<file path="src/hdl/boot_rom.hex">
// boot ROM image, one 32-bit word per line, word index 0 first
B0B00000
B0B10203
B0B20406
B0B30609
B0B4080C
B0B50A0F
B0B60C12
B0B70E15
B0B81018
B0B9121B
B0BA141E
B0BB1621
B0BC1824
B0BD1A27
B0BE1C2A
B0BF1E2D
B0C02030
B0C12233
B0C22436
B0C32639
B0C4283C
B0C52A3F
B0C62C42
B0C72E45
B0C83048
B0C9324B
B0CA344E
B0CB3651
B0CC3854
B0CD3A57
B0CE3C5A
B0CF3E5D

</file>
<file path="src/hdl/mem_access_pkg.sv">
`default_nettype none

package mem_access_pkg;

    localparam int ADDR_W = 32;
    localparam int DATA_W = 32;

    // one strobe bit per byte lane
    localparam int STRB_W = DATA_W / 8;

    // response fault code, same encoding as dmem_bad on the core
    typedef logic [1:0] bad_t;

    localparam bad_t BAD_OK    = 2'd0;
    // unmapped read
    localparam bad_t BAD_LOAD  = 2'd2;
    // unmapped write or any write to ROM
    localparam bad_t BAD_STORE = 2'd3;

endpackage

`default_nettype wire

</file>
<file path="src/hdl/mem_map_pkg.sv">
`default_nettype none

package mem_map_pkg;

    // boot ROM window
    localparam logic [31:0] ROM_BASE  = 32'h0000_0000;
    localparam int          ROM_WORDS = 32;

    // on-chip SRAM window
    localparam logic [31:0] SRAM_BASE  = 32'h0001_0000;
    localparam int          SRAM_WORDS = 1024;

    // word index widths, the SRAM is the deeper of the two
    localparam int ROM_INDEX_W = $clog2(ROM_WORDS);
    localparam int INDEX_W     = $clog2(SRAM_WORDS);

    // ROM image, one 32-bit hex word per line
    localparam string ROM_FILE = "/design/src/hdl/boot_rom.hex";

    typedef enum logic [1:0] {
        REGION_ROM  = 2'd0,
        REGION_SRAM = 2'd1,
        REGION_NONE = 2'd2
    } region_t;

endpackage

`default_nettype wire
</file>
<file path="src/hdl/excl_monitor.sv">
`default_nettype none

module excl_monitor (
    input  logic                            clk,
    input  logic                            rst_n,
    input  logic                            s1_valid,
    input  mem_map_pkg::region_t            s1_region,
    input  logic [mem_map_pkg::INDEX_W-1:0] s1_index,
    input  logic                            s1_write,
    input  logic                            s1_ex,
    input  mem_access_pkg::bad_t            s1_bad,
    output logic                            s1_excl_ok
);

    import mem_map_pkg::*;
    import mem_access_pkg::*;

    logic               res_valid;
    region_t            res_region;
    logic [INDEX_W-1:0] res_index;
    logic               res_match;

    assign res_match = res_valid && res_region == s1_region && res_index == s1_index;

    // store-conditional pass, a faulting store never passes
    assign s1_excl_ok = s1_valid && s1_write && s1_ex && s1_bad == BAD_OK && res_match;

    always_ff @(posedge clk) begin
        if (!rst_n) begin
            res_valid <= 1'b0;
        end else if (s1_valid) begin
            if (s1_write && s1_ex) begin
                // any store-conditional drops the reservation
                res_valid <= 1'b0;
            end else if (s1_bad == BAD_OK) begin
                if (s1_ex) begin
                    res_valid <= 1'b1;
                end else if (s1_write && res_match) begin
                    res_valid <= 1'b0;
                end
            end
        end
    end

    // reserved word, only meaningful while res_valid is set
    always_ff @(posedge clk) begin
        if (s1_valid && s1_ex && !s1_write && s1_bad == BAD_OK) begin
            res_region <= s1_region;
            res_index  <= s1_index;
        end
    end

endmodule

`default_nettype wire

</file>
<file path="config.mk">
export PLATFORM = sky130hd
export DESIGN_NAME = excl_monitor
export DESIGN_NICKNAME = d
export VERILOG_FILES = /design/src/hdl/mem_access_pkg.sv /design/src/hdl/mem_map_pkg.sv /design/src/hdl/excl_monitor.sv
export SDC_FILE = /design/constraint.sdc
export NUM_CORES = 1
export LEC_CHECK = 0
export BUFFER_PORTS_ARGS = -buffer_cell sky130_fd_sc_hd__buf_2
export CAP_MARGIN = 20
export CORE_AREA = 2 2 39 41
export DETAILED_ROUTE_END_ITERATION = 12
export DIE_AREA = 0 0 41 43
export PLACE_DENSITY = 0.69
export SKIP_LAST_GASP = 1
export SLEW_MARGIN = 10
export SYNTH_ARGS = -nofsm -noshare
export SYNTH_HDL_FRONTEND = slang
export SYNTH_SLANG_ARGS = --single-unit
</file>
<file path="constraint.sdc">
create_clock -name clk -period 5.3 [get_ports clk]
set_input_delay 1.59 -clock clk [delete_from_list [all_inputs] [get_ports clk]]
set_output_delay 1.59 -clock clk [all_outputs]
set_load 0.02 [all_outputs]
</file>
==> results of run 1 <==
-- worst min path at each step --
stage                          from        end  slack, ns  cells after the start
after floorplan           res_valid  res_valid       0.51                      3
after global placement    res_valid  res_valid       0.53                      3
after detailed placement  res_valid  res_valid       0.56                      3
after CTS                 res_valid  res_valid       0.57                      3
after global routing      res_valid  res_valid       0.59                      3
final                     res_valid  res_valid       0.57                      3
-- synthesized netlist by cell type (2+ instances only) --
| cell | instances |
|---|---|
| xor2_1 | 4 |
| nor2_1 | 2 |
| xnor2_1 | 8 |
| nand3_1 | 3 |
| nand4_1 | 2 |
| edfxtp_1 | 12 |
-- cell type report --
type / instances / area [µm²] / area share [%]
sequential: 13 / 380 / 53.3
multi-input combinational: 25 / 186 / 26.1
timing repair buffer: 19 / 95.1 / 13.3
clock buffer: 3 / 22.5 / 3.16
tap: 16 / 20.0 / 2.81
clock inverter: 1 / 5.00 / 0.702
inverter: 1 / 3.75 / 0.526
-- where the power goes --
part | internal (mW) | switching (mW) | total, mW
clock network | 0.0280 | 0.0340 | 0.0620
logic | 0.00938 | 0.00806 | 0.0174
registers | 0.114 | 0.000845 | 0.115
-- per-stage QoR --
step	instance area (µm²)	std cells	total power, mW	util (%)	hold WS, ns
after detailed placement	686	74	0.135	49.5	0.557
after CTS	713	78	0.197	51.5	0.571
after floorplan	571	39	0.125	-	0.514
after global routing	713	78	0.202	51.5	0.589
final	713	78	0.194	51.5	0.566
after global placement	686	74	0.134	49.5	0.526
-- sequential cells by signal, summed over array words and instances, names as in the netlist --
signal,count
res_index,10
res_valid,1
res_region,2
-- cell families after synthesis --
group	Yosys count	share of synthesized area, %
and+or+nand+nor	11	11.4
DFF	13	66.7
buffers and inverters	1	0.657
AOI/OAI and AO/OA	2	2.85
xor gates and xnor gates	12	18.4
-- routing by layer --
metal	track usage, %	share of wire (%)	up-vias
met3	3.14	7.0	2
met2	15.3	42	17
li1	-	-	190
met4	8.00	1.8	0
met5	0	0	-
met1	19.6	49	169
-- cell usage in the layout, fill, tap and decap left out --
cell type	instances
inv_1	1
nand3b_1	1
edfxtp_1	12
a21oi_1	1
nand3_1	3
dfxtp_1	1
nor4_2	1
nand4_1	2
buf_2	19
clkbuf_4	3
clkinv_2	1
nand2_1	1
o41a_1	1
nor2_1	2
xor2_1	4
nor4_1	1
xnor2_1	8
-- worst max-delay path: cells and delay by family --
kind	cells	cell delay [ns]
buf+inv	2	0.34
simple gates	3	0.75
xor+xnor	1	0.16
==> results_dict.tcl, run 1 <==
set metrics [dict create \
    crit_type "input port to output port" \
    fin_setup_tns_ns 0 \
    dieArea_um2 1760 \
    area_growth_pct 25.0 \
    antenna_cells 0 \
    r2r-end "res_valid" \
    cts_hold_buffers 0 \
    dp_slack_ns 0.931 \
    period_minus_slack_ns 4.42 \
    initialDrtViolationCount 5 \
    fin_skew_ns 0.00134 \
    synth_area_per_cell_um2 14.6 \
    cts_resized 0 \
    hold_violations 0 \
    arrival_ns 2.83 \
    maxCapViolCount 0 \
    synthCells 39 \
    crit_slowest_cell "nor4_1" \
    rsz0062_at_grt "no" \
    yosysTopAreaCell "edfxtp_1" \
    filler_cell_count 122 \
    ys_ff_latch 13 \
    finalCritPeriodShare_pct 83.4 \
    crit_path_end_kind "output port" \
    antenna_found_initial 0 \
    ys.warnings.count 0 \
    critPathRequiredTime_ns 3.71 \
    detail_route.wl_per_cell_um 12.2 \
    async_reset_ff_share_pct 0 \
    drv_slew 0 \
    synth_top_area_share_pct 63.2 \
    worst_pin_slew_ns 0.948 \
    root_buffer "clkbuf_4" \
    drc 0 \
    portBuffers 19 \
    critPathCapture "s1_excl_ok" \
    synth-edff-count 12 \
    gp_congestion 0.653 \
    drt-total-wl_um 949 \
    cp_max_fo 2 \
    synth.area.top_cells "edfxtp_1 63%, xnor2_1 12%, xor2_1 6.1%" \
    start_util_pct 41.2 \
    vias_per_cell 4.85 \
    p_leak_nw 0.260 \
    vias 378 \
    grt_max_degree 13 \
    cp_slowest_stage_delay_ns 0.34 \
    powerDensity_nw_per_um2 272 \
    ant_nets 0 \
    grt_pass1_vias 343 \
    outcome "complete, no violations" \
    die_height_um 43 \
    cp-start-kind "input port" \
    yosysSeqAreaShare_pct 66.7 \
    firstDrtPassIters 3 \
    yosysUniqueCellTypes 14 \
    setup_violations 0 \
    fmax_mhz 226 \
    gr-total-overflow 0 \
    final_nets 82 \
    drive_gt1_share_pct 38.7 \
    clkTransAtPathRegs_ns 0.08 \
    slew-limit-headroom_pct 36.6 \
    r2r_cells 4 \
    r2r-start "res_index[8]" \
    hold_class "flip-flop to flip-flop" \
    cts_tree "done" \
    htree_num_levels 1 \
    synth-main-ff-cell "edfxtp_1" \
    track_usage_pct 12.7 \
    ios 20 \
    clock_sinks 13 \
    post_cts.repair.setup_buffers 0 \
    cts_made_buffers 3 \
    grt_pass1_wl_um 1440 \
    rows 14 \
    coreArea_um2 1380 \
    crit_start "s1_index[8]" \
    peakVddDrop_mv 0.158 \
    worst_slack_ns 0.882 \
    clk_path_buf_depth 2 \
    r2r_slack_ns 3.81 \
    die_x_um 41 \
    path_cells "buf_2, xor2_1, nor4_2, nand4_1, nor4_1, buf_2" \
    crit_top_cell "buf_2" \
    synth_area_um2 571 \
    mappedNetlistNets 58 \
    dp.final_hpwl_um 717 \
    clock_latency_ns 0.28 \
]
Power figures use the tool's default switching activity.
==> run 2, diff against run 1 <==
--- a/config.mk
+++ b/config.mk
@@ -7,9 +7,9 @@
 export LEC_CHECK = 0
 export BUFFER_PORTS_ARGS = -buffer_cell sky130_fd_sc_hd__buf_2
 export CAP_MARGIN = 20
-export CORE_AREA = 2 2 39 41
+export CORE_MARGIN = 1.5
+export CORE_UTILIZATION = 41
 export DETAILED_ROUTE_END_ITERATION = 12
-export DIE_AREA = 0 0 41 43
 export PLACE_DENSITY = 0.69
 export SKIP_LAST_GASP = 1
 export SLEW_MARGIN = 10
==> constraint.sdc (replaced) <==
create_clock -name clk -period 3.99 [get_ports clk]
set_input_delay 1.197 -clock clk [delete_from_list [all_inputs] [get_ports clk]]
set_output_delay 1.197 -clock clk [all_outputs]
set_load 0.02 [all_outputs]
==> run 2 against run 1 <==
  * Clock power is 30% higher
  * Sequential power grew 33%
  * Critical path depth did not move
  * Via count increased by 4.5%
  * Critical path type unchanged
  * Global-route usage increased by 1.6 points
  * Final cell count fell by 1.3%
  * Non-clock buffer count is the same
  * Wire length down 5.9%
  * First-iteration DRC count decreased by 80%
  * Register-to-register slack got worse by 1.3 ns
  * Largest cell class unchanged
  * Die area shrank 7.9%
  * Total power rose by 32%
  * Largest power group unchanged
==> results_dict.tcl, run 2 (synthesis gave the netlist of run 1 again) <==
set metrics [dict create \
    critPathRequiredTime_ns 2.79 \
    cp_max_fo 2 \
    sequentialPowerShare_pct 59.6 \
    die_x_um 40.3 \
    p_clk_share_pct 31.4 \
    layout_common_cells "19 x buf_2, 12 x edfxtp_1, 8 x xnor2_1, 4 x xor2_1" \
    die_height_um 40.3 \
    ant_nets 0 \
    grt_pass1_wl_um 1410 \
    largest-register "res_index" \
    cp-start-kind "input port" \
    gr-total-overflow 0 \
    cts_hold_buffers 0 \
    r2r-end "res_valid" \
    antenna_found_initial 0 \
    path_cells "buf_2, xor2_1, nor4_2, nand4_1, nor4_1, buf_2" \
    p_int_mw 0.203 \
    maxCapViolCount 0 \
    cts_resized 0 \
    critPathTopFamily "simple AND/OR/NAND/NOR gates" \
    drive_gt1_share_pct 37.1 \
    clock_sinks 13 \
    track_usage_pct 14.3 \
    place_area_um2 684 \
    vias 395 \
    hold_end "res_valid" \
    finalCritPeriodShare_pct 91.5 \
    portBuffers 19 \
    htree_num_levels 1 \
    grt_pass1_vias 353 \
    root_buffer "clkbuf_4" \
    vias_per_cell 5.13 \
    initialDrtViolationCount 1 \
    rsz0062_at_grt "no" \
    slew-limit-headroom_pct 37.8 \
    period_minus_slack_ns 3.65 \
    peakVddDrop_mv 0.188 \
    clock_latency_ns 0.27 \
    drt-total-wl_um 893 \
    grt_max_degree 13 \
    largest_reg_flops 10 \
    cp_slowest_stage_delay_ns 0.33 \
    powerDensity_nw_per_um2 360 \
    fin_setup_tns_ns 0 \
    setup_violations 0 \
    final_nets 82 \
    p_leak_nw 0.257 \
    cp_num_buf_inv 2 \
    rows 13 \
    start_util_pct 43.8 \
    r2r-start "res_index[8]" \
    post_cts.repair.setup_buffers 0 \
    dieArea_um2 1620 \
    clkTransAtPathRegs_ns 0.07 \
    final_common_cell "buf_2" \
    cts_made_buffers 3 \
    hold_start "res_valid" \
    p_sw_mw 0.0532 \
    cts_tree "done" \
    worstHoldPathCells 3 \
    dp.final_hpwl_um 686 \
    gp_congestion 0.653 \
    outcome "complete, no violations" \
    hold_violations 0 \
    drv_slew 0 \
    crit_path_end_kind "output port" \
    firstDrtPassIters 2 \
    area_growth_pct 24.6 \
    ios 20 \
    coreArea_um2 1300 \
    detail_route.wl_per_cell_um 11.6 \
    clk_path_buf_depth 2 \
    arrival_ns 2.45 \
    crit_type "input port to output port" \
    largestRegisters "res_index (10), res_region (2), res_valid (1)" \
    crit_slowest_cell "nor4_1" \
    worst_pin_slew_ns 0.929 \
    dp_cells 73 \
    fmax_mhz 274 \
    fin_cells 77 \
    final_cell_area_um2 711 \
    r2r_cells 4 \
    switching_share_pct 20.8 \
    crit_top_cell "buf_2" \
    pwr-share-comb_pct 9.0 \
    drc 0 \
    r2r_slack_ns 2.47 \
    antenna_cells 0 \
    hold_class "flip-flop to flip-flop" \
    fin_skew_ns 0.000741 \
]
-- run 2: cell count changes in the layout (fill, tap and decap cells not counted), sizes merged --
cell    delta
clkbuf     +1
clkinv     -1
-- run 2: tightest hold or removal path, delay by kind of cell, from the launching register on --
family,cells,cell delay (ns)
buffers and inverters,1,0.05
DFF,1,0.32
AOI/OAI and AO/OA,2,0.14
-- run 2: worst max-delay path by stage --
stage	start	to	slack (ns)	depth (start not counted)
final	s1_index[8]	s1_excl_ok	0.34	6
after global routing	s1_index[8]	s1_excl_ok	0.25	6
after CTS	s1_index[8]	s1_excl_ok	0.31	6
after detailed placement	s1_index[8]	s1_excl_ok	0.41	6
after global placement	s1_index[8]	s1_excl_ok	0.40	6
after floorplan	s1_index[8]	s1_excl_ok	0.34	4
-- run 2: cell type report --
class                   count  area (µm²)
fillers                   123         591
flip-flops and latches     13         380
multi-input cells          25         186
repair buffers             19        95.1
clock buffers               4        26.3
well taps                  15        18.8
inverters                   1        3.75
-- run 2: power groups by stage --
| stage | Sequential (mW) | Combinational (mW) | Clock, mW |
|---|---|---|---|
| finish | 0.153 | 0.0229 | 0.0804 |
| global route | 0.153 | 0.0254 | 0.0879 |
| CTS | 0.153 | 0.0233 | 0.0841 |
| detailed placement | 0.156 | 0.0231 | 0 |
| global placement | 0.156 | 0.0226 | 0 |
| floorplan | 0.156 | 0.0100 | 0 |
-- run 2: routing by layer --
| layer | share of wire [%] | GRT usage [%] | vias up |
|---|---|---|---|
| met5 | 0 | 0 | - |
| met4 | 1.8 | 10.0 | 0 |
| met3 | 7.2 | 5.00 | 2 |
| met2 | 48 | 20.6 | 17 |
| met1 | 42 | 17.7 | 185 |
| li1 | - | - | 191 |
-- run 2: metrics by stage --
stage	hold WS (ns)	power (mW)	util, %	setup WS [ns]
global placement	0.527	0.178	52.6	0.401
CTS	0.551	0.260	54.6	0.310
floorplan	0.514	0.166	-	0.339
finish	0.553	0.256	54.6	0.341
detailed placement	0.540	0.179	52.6	0.410
global route	0.582	0.266	54.6	0.252
