`config.mk`:
```
export PLATFORM = sky130hd
export DESIGN_NAME = addr_decode_stage
export DESIGN_NICKNAME = d
export VERILOG_FILES = /design/src/hdl/mem_access_pkg.sv /design/src/hdl/mem_map_pkg.sv /design/src/hdl/addr_decode_stage.sv
export SDC_FILE = /design/constraint.sdc
export NUM_CORES = 1
export LEC_CHECK = 0
export ABC_CLOCK_PERIOD_IN_PS = 3900
export BUFFER_PORTS_ARGS = -buffer_cell sky130_fd_sc_hd__clkbuf_2
export CORE_ASPECT_RATIO = 1.5
export CORE_MARGIN = 2
export CORE_UTILIZATION = 25
export CTS_CLUSTER_SIZE = 28
export DETAILED_ROUTE_END_ITERATION = 8
export PLACE_DENSITY = 0.63
export SYNTH_ARGS = -nofsm -noshare
export SYNTH_HDL_FRONTEND = slang
export SYNTH_SLANG_ARGS = --single-unit
```
`constraint.sdc`:
```
create_clock -name clk -period 3.9 [get_ports clk]
set_clock_uncertainty 0.1 [all_clocks]
set_input_delay 0.39 -clock clk [delete_from_list [all_inputs] [get_ports clk]]
set_output_delay 0.39 -clock clk [all_outputs]
set_load 0.02 [all_outputs]
```
`src/hdl/boot_rom.hex`:
```
// boot ROM image, one 32-bit word per line, word index 0 first
B0B00000
B0B10203
B0B20406
B0B30609
B0B4080C
B0B50A0F
B0B60C12
B0B70E15
B0B81018
B0B9121B
B0BA141E
B0BB1621
B0BC1824
B0BD1A27
B0BE1C2A
B0BF1E2D
B0C02030
B0C12233
B0C22436
B0C32639
B0C4283C
B0C52A3F
B0C62C42
B0C72E45
B0C83048
B0C9324B
B0CA344E
B0CB3651
B0CC3854
B0CD3A57
B0CE3C5A
B0CF3E5D

```
`src/hdl/mem_access_pkg.sv`:
```
`default_nettype none

package mem_access_pkg;

    localparam int ADDR_W = 32;
    localparam int DATA_W = 32;

    // one strobe bit per byte lane
    localparam int STRB_W = DATA_W / 8;

    // response fault code, same encoding as dmem_bad on the core
    typedef logic [1:0] bad_t;

    localparam bad_t BAD_OK    = 2'd0;
    // unmapped read
    localparam bad_t BAD_LOAD  = 2'd2;
    // unmapped write or any write to ROM
    localparam bad_t BAD_STORE = 2'd3;

endpackage

`default_nettype wire

```
`src/hdl/mem_map_pkg.sv`:
```
`default_nettype none

package mem_map_pkg;

    // boot ROM window
    localparam logic [31:0] ROM_BASE  = 32'h0000_0000;
    localparam int          ROM_WORDS = 32;

    // on-chip SRAM window
    localparam logic [31:0] SRAM_BASE  = 32'h0001_0000;
    localparam int          SRAM_WORDS = 1024;

    // word index widths, the SRAM is the deeper of the two
    localparam int ROM_INDEX_W = $clog2(ROM_WORDS);
    localparam int INDEX_W     = $clog2(SRAM_WORDS);

    // ROM image, one 32-bit hex word per line
    localparam string ROM_FILE = "/design/src/hdl/boot_rom.hex";

    typedef enum logic [1:0] {
        REGION_ROM  = 2'd0,
        REGION_SRAM = 2'd1,
        REGION_NONE = 2'd2
    } region_t;

endpackage

`default_nettype wire
```
`src/hdl/addr_decode_stage.sv`:
```
`default_nettype none

module addr_decode_stage (
    input  logic                                clk,
    input  logic                                rst_n,
    input  logic                                req_valid,
    input  logic [mem_access_pkg::ADDR_W-1:0]   req_addr,
    input  logic                                req_write,
    input  logic                                req_ex,
    input  logic [mem_access_pkg::STRB_W-1:0]   req_strb,
    input  logic [mem_access_pkg::DATA_W-1:0]   req_wdata,
    output logic                                s1_valid,
    output mem_map_pkg::region_t                s1_region,
    output logic [mem_map_pkg::INDEX_W-1:0]     s1_index,
    output logic                                s1_write,
    output logic                                s1_ex,
    output logic [mem_access_pkg::STRB_W-1:0]   s1_strb,
    output logic [mem_access_pkg::DATA_W-1:0]   s1_wdata,
    output mem_access_pkg::bad_t                s1_bad
);

    import mem_map_pkg::*;
    import mem_access_pkg::*;

    logic [ADDR_W-1:0]  rom_off;
    logic [ADDR_W-1:0]  sram_off;
    region_t            region;
    logic [INDEX_W-1:0] index;
    bad_t               bad;

    // offsets wrap below the base, so one compare covers both ends
    assign rom_off  = req_addr - ROM_BASE;
    assign sram_off = req_addr - SRAM_BASE;

    always_comb begin
        region = REGION_NONE;
        index  = '0;
        if (rom_off < ADDR_W'(ROM_WORDS * 4)) begin
            region = REGION_ROM;
            index  = rom_off[2 +: INDEX_W];
        end else if (sram_off < ADDR_W'(SRAM_WORDS * 4)) begin
            region = REGION_SRAM;
            index  = sram_off[2 +: INDEX_W];
        end
    end

    always_comb begin
        if (region == REGION_NONE) begin
            bad = req_write ? BAD_STORE : BAD_LOAD;
        end else if (region == REGION_ROM && req_write) begin
            bad = BAD_STORE;
        end else begin
            bad = BAD_OK;
        end
    end

    always_ff @(posedge clk) begin
        if (!rst_n) begin
            s1_valid <= 1'b0;
        end else begin
            s1_valid <= req_valid;
        end
    end

    // payload only moves with a request
    always_ff @(posedge clk) begin
        if (req_valid) begin
            s1_region <= region;
            s1_index  <= index;
            s1_write  <= req_write;
            s1_ex     <= req_ex;
            s1_strb   <= req_strb;
            s1_wdata  <= req_wdata;
            s1_bad    <= bad;
        end
    end

endmodule

`default_nettype wire

```
==> run_summary.xml, run 1 <==
<?xml version="1.0" encoding="UTF-8"?>
<metrics>
  <group name="sta">
    <metric name="finalSetupViolations" unit="">0</metric>
    <metric name="time_the_final_worst_path_needs_with_i_o_delays_and_setup" unit="ns">1.92</metric>
    <metric name="setup_repair_after_global_routing_missed_its_margin" unit="">false</metric>
    <metric name="max_slew_margin_vs_limit" unit="%">58.3</metric>
    <metric name="tightest_pin_transition" unit="ns">0.623</metric>
    <metric name="final.period_utilization" unit="%">49.4</metric>
    <metric name="fin_setup_tns" unit="ns">0</metric>
    <metric name="slew_violations" unit="">0</metric>
    <metric name="finalHoldViolCount" unit="">0</metric>
    <metric name="highest_achievable_clock_rate" unit="MHz">520</metric>
  </group>
  <group name="final_layout">
    <metric name="area_growth_syn_to_layout" unit="%">43.7</metric>
    <metric name="post_route_cells_drive_above_1_share" unit="%">61.8</metric>
    <metric name="fin_nets" unit="">289</metric>
    <metric name="filler_cell_count" unit="">721</metric>
    <metric name="antenna_cells_inserted" unit="">0</metric>
    <metric name="final_core_utilization" unit="%">36.4</metric>
  </group>
  <group name="grt">
    <metric name="first_pass_grt_wire_length" unit="um">6020</metric>
    <metric name="grt_antenna_before_repair" unit="">0</metric>
    <metric name="first_global_vias" unit="">1262</metric>
    <metric name="grt_max_degree" unit="">33</metric>
    <metric name="gr-total-overflow" unit="">0</metric>
    <metric name="global_route.usage.total" unit="%">10.6</metric>
  </group>
  <group name="clock_tree">
    <metric name="tritoncts_num_sinks" unit="">53</metric>
    <metric name="post_cts.resized_instances" unit="">0</metric>
    <metric name="cts_setup_buffers" unit="">0</metric>
    <metric name="clk_root_buffer_cell" unit="">sky130_fd_sc_hd__clkbuf_8</metric>
    <metric name="cts_made_buffers" unit="">5</metric>
    <metric name="clk_transition_reported_paths" unit="ns">0.09</metric>
    <metric name="cts-htree-levels" unit="">2</metric>
    <metric name="ctsLongestPathBuffers" unit="">2</metric>
    <metric name="tritoncts" unit="">done</metric>
    <metric name="cts-hold-fix-buffers" unit="">0</metric>
  </group>
  <group name="placement">
    <metric name="globalplace.congestion" unit="">0.772</metric>
    <metric name="count_of_buffers_inserted_at_the_top_level_ports" unit="">123</metric>
    <metric name="post-dp-hpwl" unit="um">3220</metric>
  </group>
  <group name="floorplan">
    <metric name="dieWidth" unit="um">73.4</metric>
    <metric name="rows" unit="">38</metric>
    <metric name="fp.dieArea" unit="sq um">7940</metric>
    <metric name="start_util" unit="%">25.4</metric>
    <metric name="boundaryPins" unit="">126</metric>
    <metric name="fp.coreArea" unit="sq um">7130</metric>
    <metric name="dieHeight" unit="um">108</metric>
  </group>
  <group name="detailed_routing">
    <metric name="post_route_wl" unit="um">3990</metric>
    <metric name="antenna_left" unit="">0</metric>
    <metric name="detail_route.drc_violations" unit="">0</metric>
    <metric name="vias" unit="">1271</metric>
    <metric name="detail_route.wl_per_cell" unit="um">13.4</metric>
    <metric name="post_drt_via_cell_ratio" unit="">4.28</metric>
    <metric name="drt_pass1_iterations" unit="">4</metric>
    <metric name="detail_route.iter0.violations" unit="">46</metric>
  </group>
  <group name="power_and_ir_drop">
    <metric name="static-leakage-power" unit="nW">1.13</metric>
    <metric name="max_rail_drop_vdd" unit="uV">190</metric>
    <metric name="power.density" unit="nW/um^2">432</metric>
  </group>
  <group name="worst_setup_path">
    <metric name="critPathArrivalTime" unit="ns">1.89</metric>
    <metric name="critPathCaptureType" unit="">flip-flop</metric>
    <metric name="cp.required" unit="ns">3.86</metric>
    <metric name="timing.critical_path.fanout_max" unit="">14</metric>
    <metric name="setup.worst_path.class" unit="">in2reg</metric>
    <metric name="startpoint_kind_of_the_worst_setup_timing_path" unit="">input pin</metric>
  </group>
  <group name="run">
    <metric name="max_cap_violations" unit="">0</metric>
  </group>
  <group name="logic_synthesis">
    <metric name="yosys.cell_types.count" unit="">17</metric>
    <metric name="yosys_register_bits" unit="">53</metric>
    <metric name="yosysTopAreaCellShare" unit="%">86.4</metric>
    <metric name="post_synth_inst_count" unit="">88</metric>
    <metric name="synth_seq_area_share" unit="%">87.5</metric>
    <metric name="ys_warn_count" unit="">0</metric>
    <metric name="synthDominantAreaCellType" unit="">sky130_fd_sc_hd__edfxtp_1</metric>
    <metric name="syn_avg_cell_area" unit="sq um">20.5</metric>
    <metric name="synth_area" unit="sq um">1810</metric>
    <metric name="yosys-top-cells-area" unit="">sky130_fd_sc_hd__edfxtp_1, sky130_fd_sc_hd__nor4b_2, sky130_fd_sc_hd__nor3_1</metric>
    <metric name="syn_nets" unit="">161</metric>
  </group>
  <group name="worst_hold_path">
    <metric name="hold_path_class" unit="">in2reg</metric>
  </group>
  <group name="status">
    <metric name="run_status" unit="">finished clean</metric>
  </group>
</metrics>
## flip-flops by register name, summed over array words and instances, names as in the netlist
| name | flops |
|---|---|
| s1_bad | 2 |
| s1_ex | 1 |
| s1_index | 10 |
| s1_region | 2 |
| s1_strb | 4 |
| s1_valid | 1 |
| s1_wdata | 32 |
| s1_write | 1 |
## where the power goes
part           switching, W  total [W]  internal [W]
registers        0.00000996   0.000678      0.000668
clock network      0.000175   0.000299      0.000124
logic             0.0000906   0.000144     0.0000536
total              0.000275    0.00112      0.000846
## cell type report
| class | instances | area (sq um) | share of cell area [%] |
|---|---|---|---|
| inverters | 6 | 22.5 | 0.867 |
| clock inverters | 3 | 17.5 | 0.674 |
| clock buffers | 5 | 68.8 | 2.65 |
| repair buffers | 124 | 623 | 24.0 |
| flip-flops and latches | 53 | 1580 | 60.9 |
| well taps | 80 | 100 | 3.85 |
| multi-input cells | 26 | 185 | 7.13 |
## cells in the mapped netlist
library cell / instances
sky130_fd_sc_hd__buf_6: 1
sky130_fd_sc_hd__a21oi_1: 1
sky130_fd_sc_hd__nand4_1: 1
sky130_fd_sc_hd__nor4b_2: 3
sky130_fd_sc_hd__and2_1: 1
sky130_fd_sc_hd__clkbuf_1: 2
sky130_fd_sc_hd__o21a_1: 1
sky130_fd_sc_hd__inv_1: 6
sky130_fd_sc_hd__edfxtp_1: 52
sky130_fd_sc_hd__nor3_1: 6
sky130_fd_sc_hd__nor2_1: 2
sky130_fd_sc_hd__a31oi_1: 1
sky130_fd_sc_hd__or3_1: 3
sky130_fd_sc_hd__nor4b_1: 2
sky130_fd_sc_hd__nor4_1: 4
sky130_fd_sc_hd__dfxtp_1: 1
sky130_fd_sc_hd__or4b_1: 1
## kinds of logic after synthesis
group | after synthesis | synth area share, %
AO/OA/AOI/OAI | 3 | 1.04
buffers and inverters | 9 | 2.28
flip-flops | 53 | 87.5
AND/OR/NAND/NOR | 23 | 9.20
## final timing paths
check / endpoint / cells after the start / start / slack, ns
worst max-delay path: s1_bad[1]$_SDFFCE_PN1P_ / 4 / req_addr[22] / 1.98
worst min-delay path: s1_wdata[2]$_DFFE_PP_ / 1 / req_wdata[2] / 0.15
## critical path: stages
cell	delay, ns
sky130_fd_sc_hd__clkbuf_2	0.08
sky130_fd_sc_hd__nor4_1	0.31
sky130_fd_sc_hd__nand4_1	0.56
sky130_fd_sc_hd__or3_1	0.54
## metrics by stage
stage | hold slack, ns | total power [W] | instances | instance area, sq um | setup slack, ns
detailed placement | 0.469 | 0.000839 | 289 | 2510 | 1.65
global route | 0.120 | 0.00117 | 297 | 2600 | 1.82
global placement | 0.468 | 0.000835 | 289 | 2510 | 1.73
floorplan | 0.389 | 0.000754 | 88 | 1810 | 2.28
finish | 0.148 | 0.00112 | 297 | 2600 | 1.98
CTS | 0.132 | 0.00114 | 297 | 2600 | 1.98
## layout by cell type, fill, tap and decap left out, drive strengths merged
master / n
nor3: 6
clkinv: 3
nor2: 2
inv: 6
a31oi: 1
edfxtp: 52
or3: 3
nor4b: 5
a21oi: 1
o21a: 1
dfxtp: 1
and2: 1
clkbuf: 128
buf: 1
nor4: 4
nand4: 1
or4b: 1
## layer usage
metal  global-route usage (%)  share of wire, %  routed length (um)
met1                     9.74                31                1230
met2                     18.6                56                2240
met3                     5.31                11                 445
met4                     5.45               1.9                  74
met5                        0                 0                   0
Power figures use the tool's default switching activity.
==> run 2, diff against run 1 <==
Settings changed: ABC_CLOCK_PERIOD_IN_PS 3900 to 1600, PLACE_DENSITY 0.63 to 0.65.
Clock period 3.9 ns to 1.6 ns, I/O delays scaled along.
==> run_summary.xml, run 2 (same netlist as run 1, synthesis figures left out) <==
<?xml version="1.0" encoding="UTF-8"?>
<metrics>
  <group name="floorplan">
    <metric name="boundaryPins" unit="">126</metric>
    <metric name="start_util" unit="%">25.4</metric>
    <metric name="dieHeight" unit="um">108</metric>
    <metric name="rows" unit="">38</metric>
    <metric name="fp.dieArea" unit="sq um">7940</metric>
    <metric name="fp.coreArea" unit="sq um">7130</metric>
    <metric name="dieWidth" unit="um">73.4</metric>
  </group>
  <group name="sta">
    <metric name="finalSetupViolations" unit="">0</metric>
    <metric name="max_slew_margin_vs_limit" unit="%">73.7</metric>
    <metric name="final.period_utilization" unit="%">83.3</metric>
    <metric name="fin_setup_tns" unit="ns">0</metric>
    <metric name="highest_achievable_clock_rate" unit="MHz">750</metric>
    <metric name="finalHoldViolCount" unit="">0</metric>
    <metric name="setup_repair_after_global_routing_missed_its_margin" unit="">false</metric>
    <metric name="time_the_final_worst_path_needs_with_i_o_delays_and_setup" unit="ns">1.33</metric>
    <metric name="slew_violations" unit="">0</metric>
    <metric name="tightest_pin_transition" unit="ns">0.394</metric>
  </group>
  <group name="worst_hold_path">
    <metric name="min_delay_worst_endpoint" unit="">s1_index[8]$_DFFE_PP_</metric>
    <metric name="hold_path_class" unit="">in2reg</metric>
    <metric name="timing.hold.worst.start" unit="">req_addr[10]</metric>
    <metric name="hold_path_cells" unit="">3</metric>
  </group>
  <group name="detailed_routing">
    <metric name="drt_pass1_iterations" unit="">4</metric>
    <metric name="detail_route.iter0.violations" unit="">78</metric>
    <metric name="vias" unit="">1436</metric>
    <metric name="antenna_left" unit="">0</metric>
    <metric name="detail_route.drc_violations" unit="">0</metric>
    <metric name="post_drt_via_cell_ratio" unit="">4.21</metric>
    <metric name="detail_route.wl_per_cell" unit="um">13.4</metric>
    <metric name="post_route_wl" unit="um">4570</metric>
  </group>
  <group name="placement">
    <metric name="count_of_buffers_inserted_at_the_top_level_ports" unit="">123</metric>
    <metric name="globalplace.congestion" unit="">0.798</metric>
  </group>
  <group name="final_layout">
    <metric name="largest_register_ff_count" unit="">32</metric>
    <metric name="largest_regs" unit="">s1_wdata (32), s1_index (10), s1_strb (4)</metric>
    <metric name="mostFrequentLayoutCell" unit="">sky130_fd_sc_hd__clkbuf_2</metric>
    <metric name="fin_nets" unit="">333</metric>
    <metric name="area_growth_syn_to_layout" unit="%">68.6</metric>
    <metric name="post_route_cells_drive_above_1_share" unit="%">53.3</metric>
    <metric name="antenna_cells_inserted" unit="">0</metric>
    <metric name="final_core_utilization" unit="%">42.7</metric>
    <metric name="largest_register" unit="">s1_wdata</metric>
    <metric name="layout.cells.most_common_list" unit="">sky130_fd_sc_hd__clkbuf_2, sky130_fd_sc_hd__edfxtp_1, sky130_fd_sc_hd__dlygate4sd3_1</metric>
  </group>
  <group name="worst_setup_path">
    <metric name="setup.worst_path.class" unit="">in2reg</metric>
    <metric name="cp.required" unit="ns">1.60</metric>
    <metric name="timing.critical_path.fanout_max" unit="">5</metric>
    <metric name="critPathCaptureType" unit="">flip-flop</metric>
    <metric name="critPathArrivalTime" unit="ns">1.34</metric>
    <metric name="startpoint_kind_of_the_worst_setup_timing_path" unit="">input pin</metric>
  </group>
  <group name="grt">
    <metric name="first_global_vias" unit="">1458</metric>
    <metric name="grt_antenna_before_repair" unit="">0</metric>
    <metric name="grt_max_degree" unit="">33</metric>
    <metric name="first_pass_grt_wire_length" unit="um">6810</metric>
    <metric name="global_route.usage.total" unit="%">11.3</metric>
    <metric name="gr-total-overflow" unit="">0</metric>
  </group>
  <group name="clock_tree">
    <metric name="ctsLongestPathBuffers" unit="">2</metric>
    <metric name="clk_root_buffer_cell" unit="">sky130_fd_sc_hd__clkbuf_8</metric>
    <metric name="tritoncts_num_sinks" unit="">53</metric>
    <metric name="clk_transition_reported_paths" unit="ns">0.10</metric>
    <metric name="post_cts.resized_instances" unit="">0</metric>
    <metric name="tritoncts" unit="">done</metric>
    <metric name="cts_made_buffers" unit="">5</metric>
    <metric name="cts-htree-levels" unit="">2</metric>
  </group>
  <group name="status">
    <metric name="run_status" unit="">finished clean</metric>
  </group>
  <group name="power_and_ir_drop">
    <metric name="max_rail_drop_vdd" unit="uV">462</metric>
    <metric name="power.density" unit="nW/um^2">977</metric>
    <metric name="static-leakage-power" unit="nW">1.33</metric>
  </group>
  <group name="run">
    <metric name="max_cap_violations" unit="">0</metric>
  </group>
</metrics>
==> run 2: changes by cell type in the layout (fill, tap and decap cells not counted), sizes merged <==
cell | previous run | this run
dlygate4sd3 | 0 | 39
buf | 1 | 6
clkinv | 3 | 1
bufinv | 0 | 1
clkbuf | 128 | 129
==> run 2: area by class of cell <==
type	instances	area, sq um
clock buffers	6	72.6
clock inverters	2	35.0
inverters	6	22.5
fillers	664	4080
well taps	80	100
multi-input cells	26	185
flip-flops and latches	53	1580
repair buffers	168	1050
==> run 2: what timing repair did <==
action | CTS | global route
buffers inserted | 0 | 0
hold buffers | 39 | 0
hold endpoints to repair | 39 | 0
==> run 2: critical path, cell delays in order <==
cell and delay, ns:
sky130_fd_sc_hd__clkbuf_2 0.08, sky130_fd_sc_hd__nor4_1 0.31, sky130_fd_sc_hd__nand4_1 0.24, sky130_fd_sc_hd__buf_4 0.23, sky130_fd_sc_hd__nor4b_1 0.32
==> run 2: worst max-delay path by stage <==
stage                     depth (start not counted)                      end  slack (ns)    startpoint
final                                             5    s1_index[0]$_DFFE_PP_        0.27  req_addr[22]
after global routing                              5    s1_index[0]$_DFFE_PP_        0.13  req_addr[22]
after CTS                                         5    s1_index[0]$_DFFE_PP_        0.24  req_addr[22]
after detailed placement                          5    s1_index[0]$_DFFE_PP_       -0.07  req_addr[22]
after global placement                            5    s1_index[1]$_DFFE_PP_        0.08  req_addr[28]
after floorplan                                   3  s1_bad[1]$_SDFFCE_PN1P_        0.21  req_addr[12]
==> run 2: per-stage QoR <==
stage	std cells	setup WS, ns	hold slack [ns]	power [W]	instance area [sq um]
CTS	341	0.244	0.0834	0.00301	3050
detailed placement	294	-0.0661	0.239	0.00205	2550
finish	341	0.267	0.0907	0.00298	3050
global route	341	0.129	0.0889	0.00310	3050
global placement	294	0.0765	0.238	0.00204	2550
floorplan	88	0.213	0.159	0.00184	1810
==> run 2: layer usage <==
| metal | part of all wire, % | wire [um] | vias to the layer above | GRT usage [%] |
|---|---|---|---|---|
| met5 | 0 | 0 | - | 0 |
| met4 | 2.0 | 90 | 0 | 4.16 |
| li1 | - | - | 689 | - |
| met1 | 35 | 1600 | 651 | 11.9 |
| met3 | 8.2 | 376 | 9 | 3.54 |
| met2 | 55 | 2500 | 87 | 20.6 |
==> run 2: where the power goes <==
part | internal [W] | switching [W]
Combinational | 0.000197 | 0.000241
Sequential | 0.00163 | 0.0000274
Clock | 0.000465 | 0.000417
==> run 3, diff against run 2 <==
Settings changed: ABC_CLOCK_PERIOD_IN_PS 1600 to 1290, PLACE_DENSITY 0.65 to 0.63.
Clock period 1.6 ns to 1.29 ns, I/O delays scaled along.
==> run_summary.xml, run 3 (same netlist as run 1, synthesis figures left out) <==
<?xml version="1.0" encoding="UTF-8"?>
<metrics>
  <group name="status">
    <metric name="run_status" unit="">finished clean</metric>
  </group>
  <group name="final_layout">
    <metric name="mostFrequentLayoutCell" unit="">sky130_fd_sc_hd__clkbuf_2</metric>
    <metric name="post_route_cells_drive_above_1_share" unit="%">53.8</metric>
    <metric name="filler_cell_count" unit="">654</metric>
    <metric name="largest_regs" unit="">s1_wdata (32), s1_index (10), s1_strb (4)</metric>
    <metric name="largest_register" unit="">s1_wdata</metric>
    <metric name="area_growth_syn_to_layout" unit="%">69.6</metric>
    <metric name="layout.cells.most_common_list" unit="">sky130_fd_sc_hd__clkbuf_2, sky130_fd_sc_hd__edfxtp_1, sky130_fd_sc_hd__dlygate4sd3_1</metric>
    <metric name="largest_register_ff_count" unit="">32</metric>
    <metric name="fin_nets" unit="">334</metric>
    <metric name="antenna_cells_inserted" unit="">0</metric>
  </group>
  <group name="placement">
    <metric name="dp_slack" unit="ns">-0.267</metric>
    <metric name="globalplace.congestion" unit="">0.797</metric>
    <metric name="post-dp-hpwl" unit="um">3490</metric>
    <metric name="count_of_buffers_inserted_at_the_top_level_ports" unit="">123</metric>
  </group>
  <group name="floorplan">
    <metric name="fp.coreArea" unit="sq um">7130</metric>
    <metric name="boundaryPins" unit="">126</metric>
    <metric name="rows" unit="">38</metric>
    <metric name="fp.dieArea" unit="sq um">7940</metric>
    <metric name="dieHeight" unit="um">108</metric>
    <metric name="dieWidth" unit="um">73.4</metric>
    <metric name="start_util" unit="%">25.4</metric>
  </group>
  <group name="worst_hold_path">
    <metric name="hold_path_cells" unit="">3</metric>
    <metric name="timing.hold.worst.start" unit="">req_addr[7]</metric>
    <metric name="hold_path_class" unit="">in2reg</metric>
    <metric name="min_delay_worst_endpoint" unit="">s1_index[5]$_DFFE_PP_</metric>
  </group>
  <group name="worst_setup_path">
    <metric name="cp_num_cells" unit="">5</metric>
    <metric name="critical-path-max-stage-delay" unit="ns">0.33</metric>
    <metric name="setup.worst_path.class" unit="">in2reg</metric>
    <metric name="startpoint_kind_of_the_worst_setup_timing_path" unit="">input pin</metric>
    <metric name="cpMaxStageDelayCell" unit="">sky130_fd_sc_hd__nor4b_1</metric>
    <metric name="cp.required" unit="ns">1.30</metric>
    <metric name="timing.critical_path.buf_inv" unit="">2</metric>
    <metric name="critPathCaptureType" unit="">flip-flop</metric>
    <metric name="worst_path_dominant_cell_family" unit="">simple AND/OR/NAND/NOR gates</metric>
    <metric name="critPathArrivalTime" unit="ns">1.30</metric>
    <metric name="crit_path_cell_trace" unit="">clkbuf_2, nor4_4, nand4_1, buf_4, nor4b_1</metric>
    <metric name="timing.critical_path.fanout_max" unit="">5</metric>
  </group>
  <group name="clock_tree">
    <metric name="tritoncts_num_sinks" unit="">53</metric>
    <metric name="clk_root_buffer_cell" unit="">sky130_fd_sc_hd__clkbuf_8</metric>
    <metric name="tritoncts" unit="">done</metric>
    <metric name="ctsLongestPathBuffers" unit="">2</metric>
    <metric name="cts_setup_buffers" unit="">0</metric>
    <metric name="cts-htree-levels" unit="">2</metric>
    <metric name="clk_transition_reported_paths" unit="ns">0.10</metric>
    <metric name="cts_made_buffers" unit="">5</metric>
  </group>
  <group name="detailed_routing">
    <metric name="post_drt_via_cell_ratio" unit="">4.22</metric>
    <metric name="detail_route.wl_per_cell" unit="um">13.9</metric>
    <metric name="detail_route.drc_violations" unit="">0</metric>
    <metric name="drt_pass1_iterations" unit="">4</metric>
    <metric name="post_route_wl" unit="um">4740</metric>
    <metric name="vias" unit="">1444</metric>
    <metric name="detail_route.iter0.violations" unit="">32</metric>
    <metric name="antenna_left" unit="">0</metric>
  </group>
  <group name="power_and_ir_drop">
    <metric name="intPower" unit="W">0.00265</metric>
    <metric name="clock_power_share" unit="%">26.1</metric>
    <metric name="part_of_the_power_in_combinational_logic" unit="%">15.8</metric>
    <metric name="power.density" unit="nW/um^2">1150</metric>
    <metric name="static-leakage-power" unit="nW">1.32</metric>
    <metric name="netSwitchingFraction" unit="%">24.8</metric>
    <metric name="power.net_switching" unit="W">0.000875</metric>
    <metric name="power.sequential.fraction" unit="%">58.1</metric>
    <metric name="max_rail_drop_vdd" unit="uV">813</metric>
  </group>
  <group name="sta">
    <metric name="slew_violations" unit="">0</metric>
    <metric name="tightest_pin_transition" unit="ns">0.450</metric>
    <metric name="highest_achievable_clock_rate" unit="MHz">776</metric>
    <metric name="time_the_final_worst_path_needs_with_i_o_delays_and_setup" unit="ns">1.29</metric>
    <metric name="setup_repair_after_global_routing_missed_its_margin" unit="">true</metric>
    <metric name="final.setup.worst_slack" unit="ns">0.000620</metric>
    <metric name="final.period_utilization" unit="%">100</metric>
    <metric name="finalSetupViolations" unit="">0</metric>
    <metric name="finalHoldViolCount" unit="">0</metric>
    <metric name="max_slew_margin_vs_limit" unit="%">70.0</metric>
    <metric name="fin_worst_hold_slack" unit="ns">0.0498</metric>
  </group>
  <group name="grt">
    <metric name="gr-total-overflow" unit="">0</metric>
    <metric name="grt_antenna_before_repair" unit="">0</metric>
    <metric name="first_pass_grt_wire_length" unit="um">7190</metric>
    <metric name="global_route.usage.total" unit="%">12.6</metric>
    <metric name="first_global_vias" unit="">1558</metric>
    <metric name="grt_max_degree" unit="">36</metric>
  </group>
  <group name="run">
    <metric name="max_cap_violations" unit="">0</metric>
  </group>
</metrics>
## run 3: layout make-up
class	instances	area [sq um]	share of cell area, %
clock buffer	6	72.6	2.37
timing repair buffer	169	1070	35.0
inverter	6	22.5	0.735
clock inverter	2	15.0	0.490
multi-input combinational	26	200	6.53
tap	80	100	3.27
sequential	53	1580	51.6
## run 3: power by group through the flow
stage / clock [W] / sequential, W / combinational, W
3_5_place_dp: 0 / 0.00209 / 0.000463
5_1_grt: 0.00104 / 0.00206 / 0.000601
4_1_cts: 0.000960 / 0.00205 / 0.000557
3_3_place_gp: 0 / 0.00209 / 0.000460
2_1_floorplan: 0 / 0.00226 / 0.0000236
6_report: 0.000922 / 0.00205 / 0.000557
## run 3: timing repair
item / CTS / global route
hold buffers: 39 / 0
gates resized for setup: 0 / 2
endpoints found under the hold margin: 39 / 0
endpoints found under the setup margin: 0 / 6
## run 3: how the worst max path moves through the flow
stage / start / endpoint / slack, ns
floorplan: req_addr[12] / s1_bad[1]$_SDFFCE_PN1P_ / -0.04
global placement: req_addr[17] / s1_index[0]$_DFFE_PP_ / -0.27
detailed placement: req_addr[17] / s1_index[0]$_DFFE_PP_ / -0.27
CTS: req_write / s1_bad[1]$_SDFFCE_PN1P_ / 0.04
global route: req_addr[22] / s1_index[1]$_DFFE_PP_ / -0.15
finish: req_addr[28] / s1_index[1]$_DFFE_PP_ / 0.0006
## run 3: metal layers
| metal | up-vias | GRT usage (%) | part of all wire [%] |
|---|---|---|---|
| li1 | 690 | - | - |
| met1 | 646 | 11.9 | 34 |
| met2 | 102 | 23.2 | 54 |
| met3 | 6 | 5.03 | 10 |
| met4 | 0 | 5.45 | 1.9 |
| met5 | - | 0 | 0 |
## run 3: through the flow
step / TNS, ns / power [W] / area, sq um / std cells / util, %
floorplan: -0.0878 / 0.00228 / 1810 / 88 / -
global route: -0.317 / 0.00370 / 3070 / 342 / 43.0
finish: 0 / 0.00353 / 3070 / 342 / 43.0
detailed placement: -2.42 / 0.00255 / 2580 / 296 / 36.1
CTS: 0 / 0.00357 / 3060 / 343 / 42.8
global placement: -2.28 / 0.00255 / 2580 / 296 / 36.1
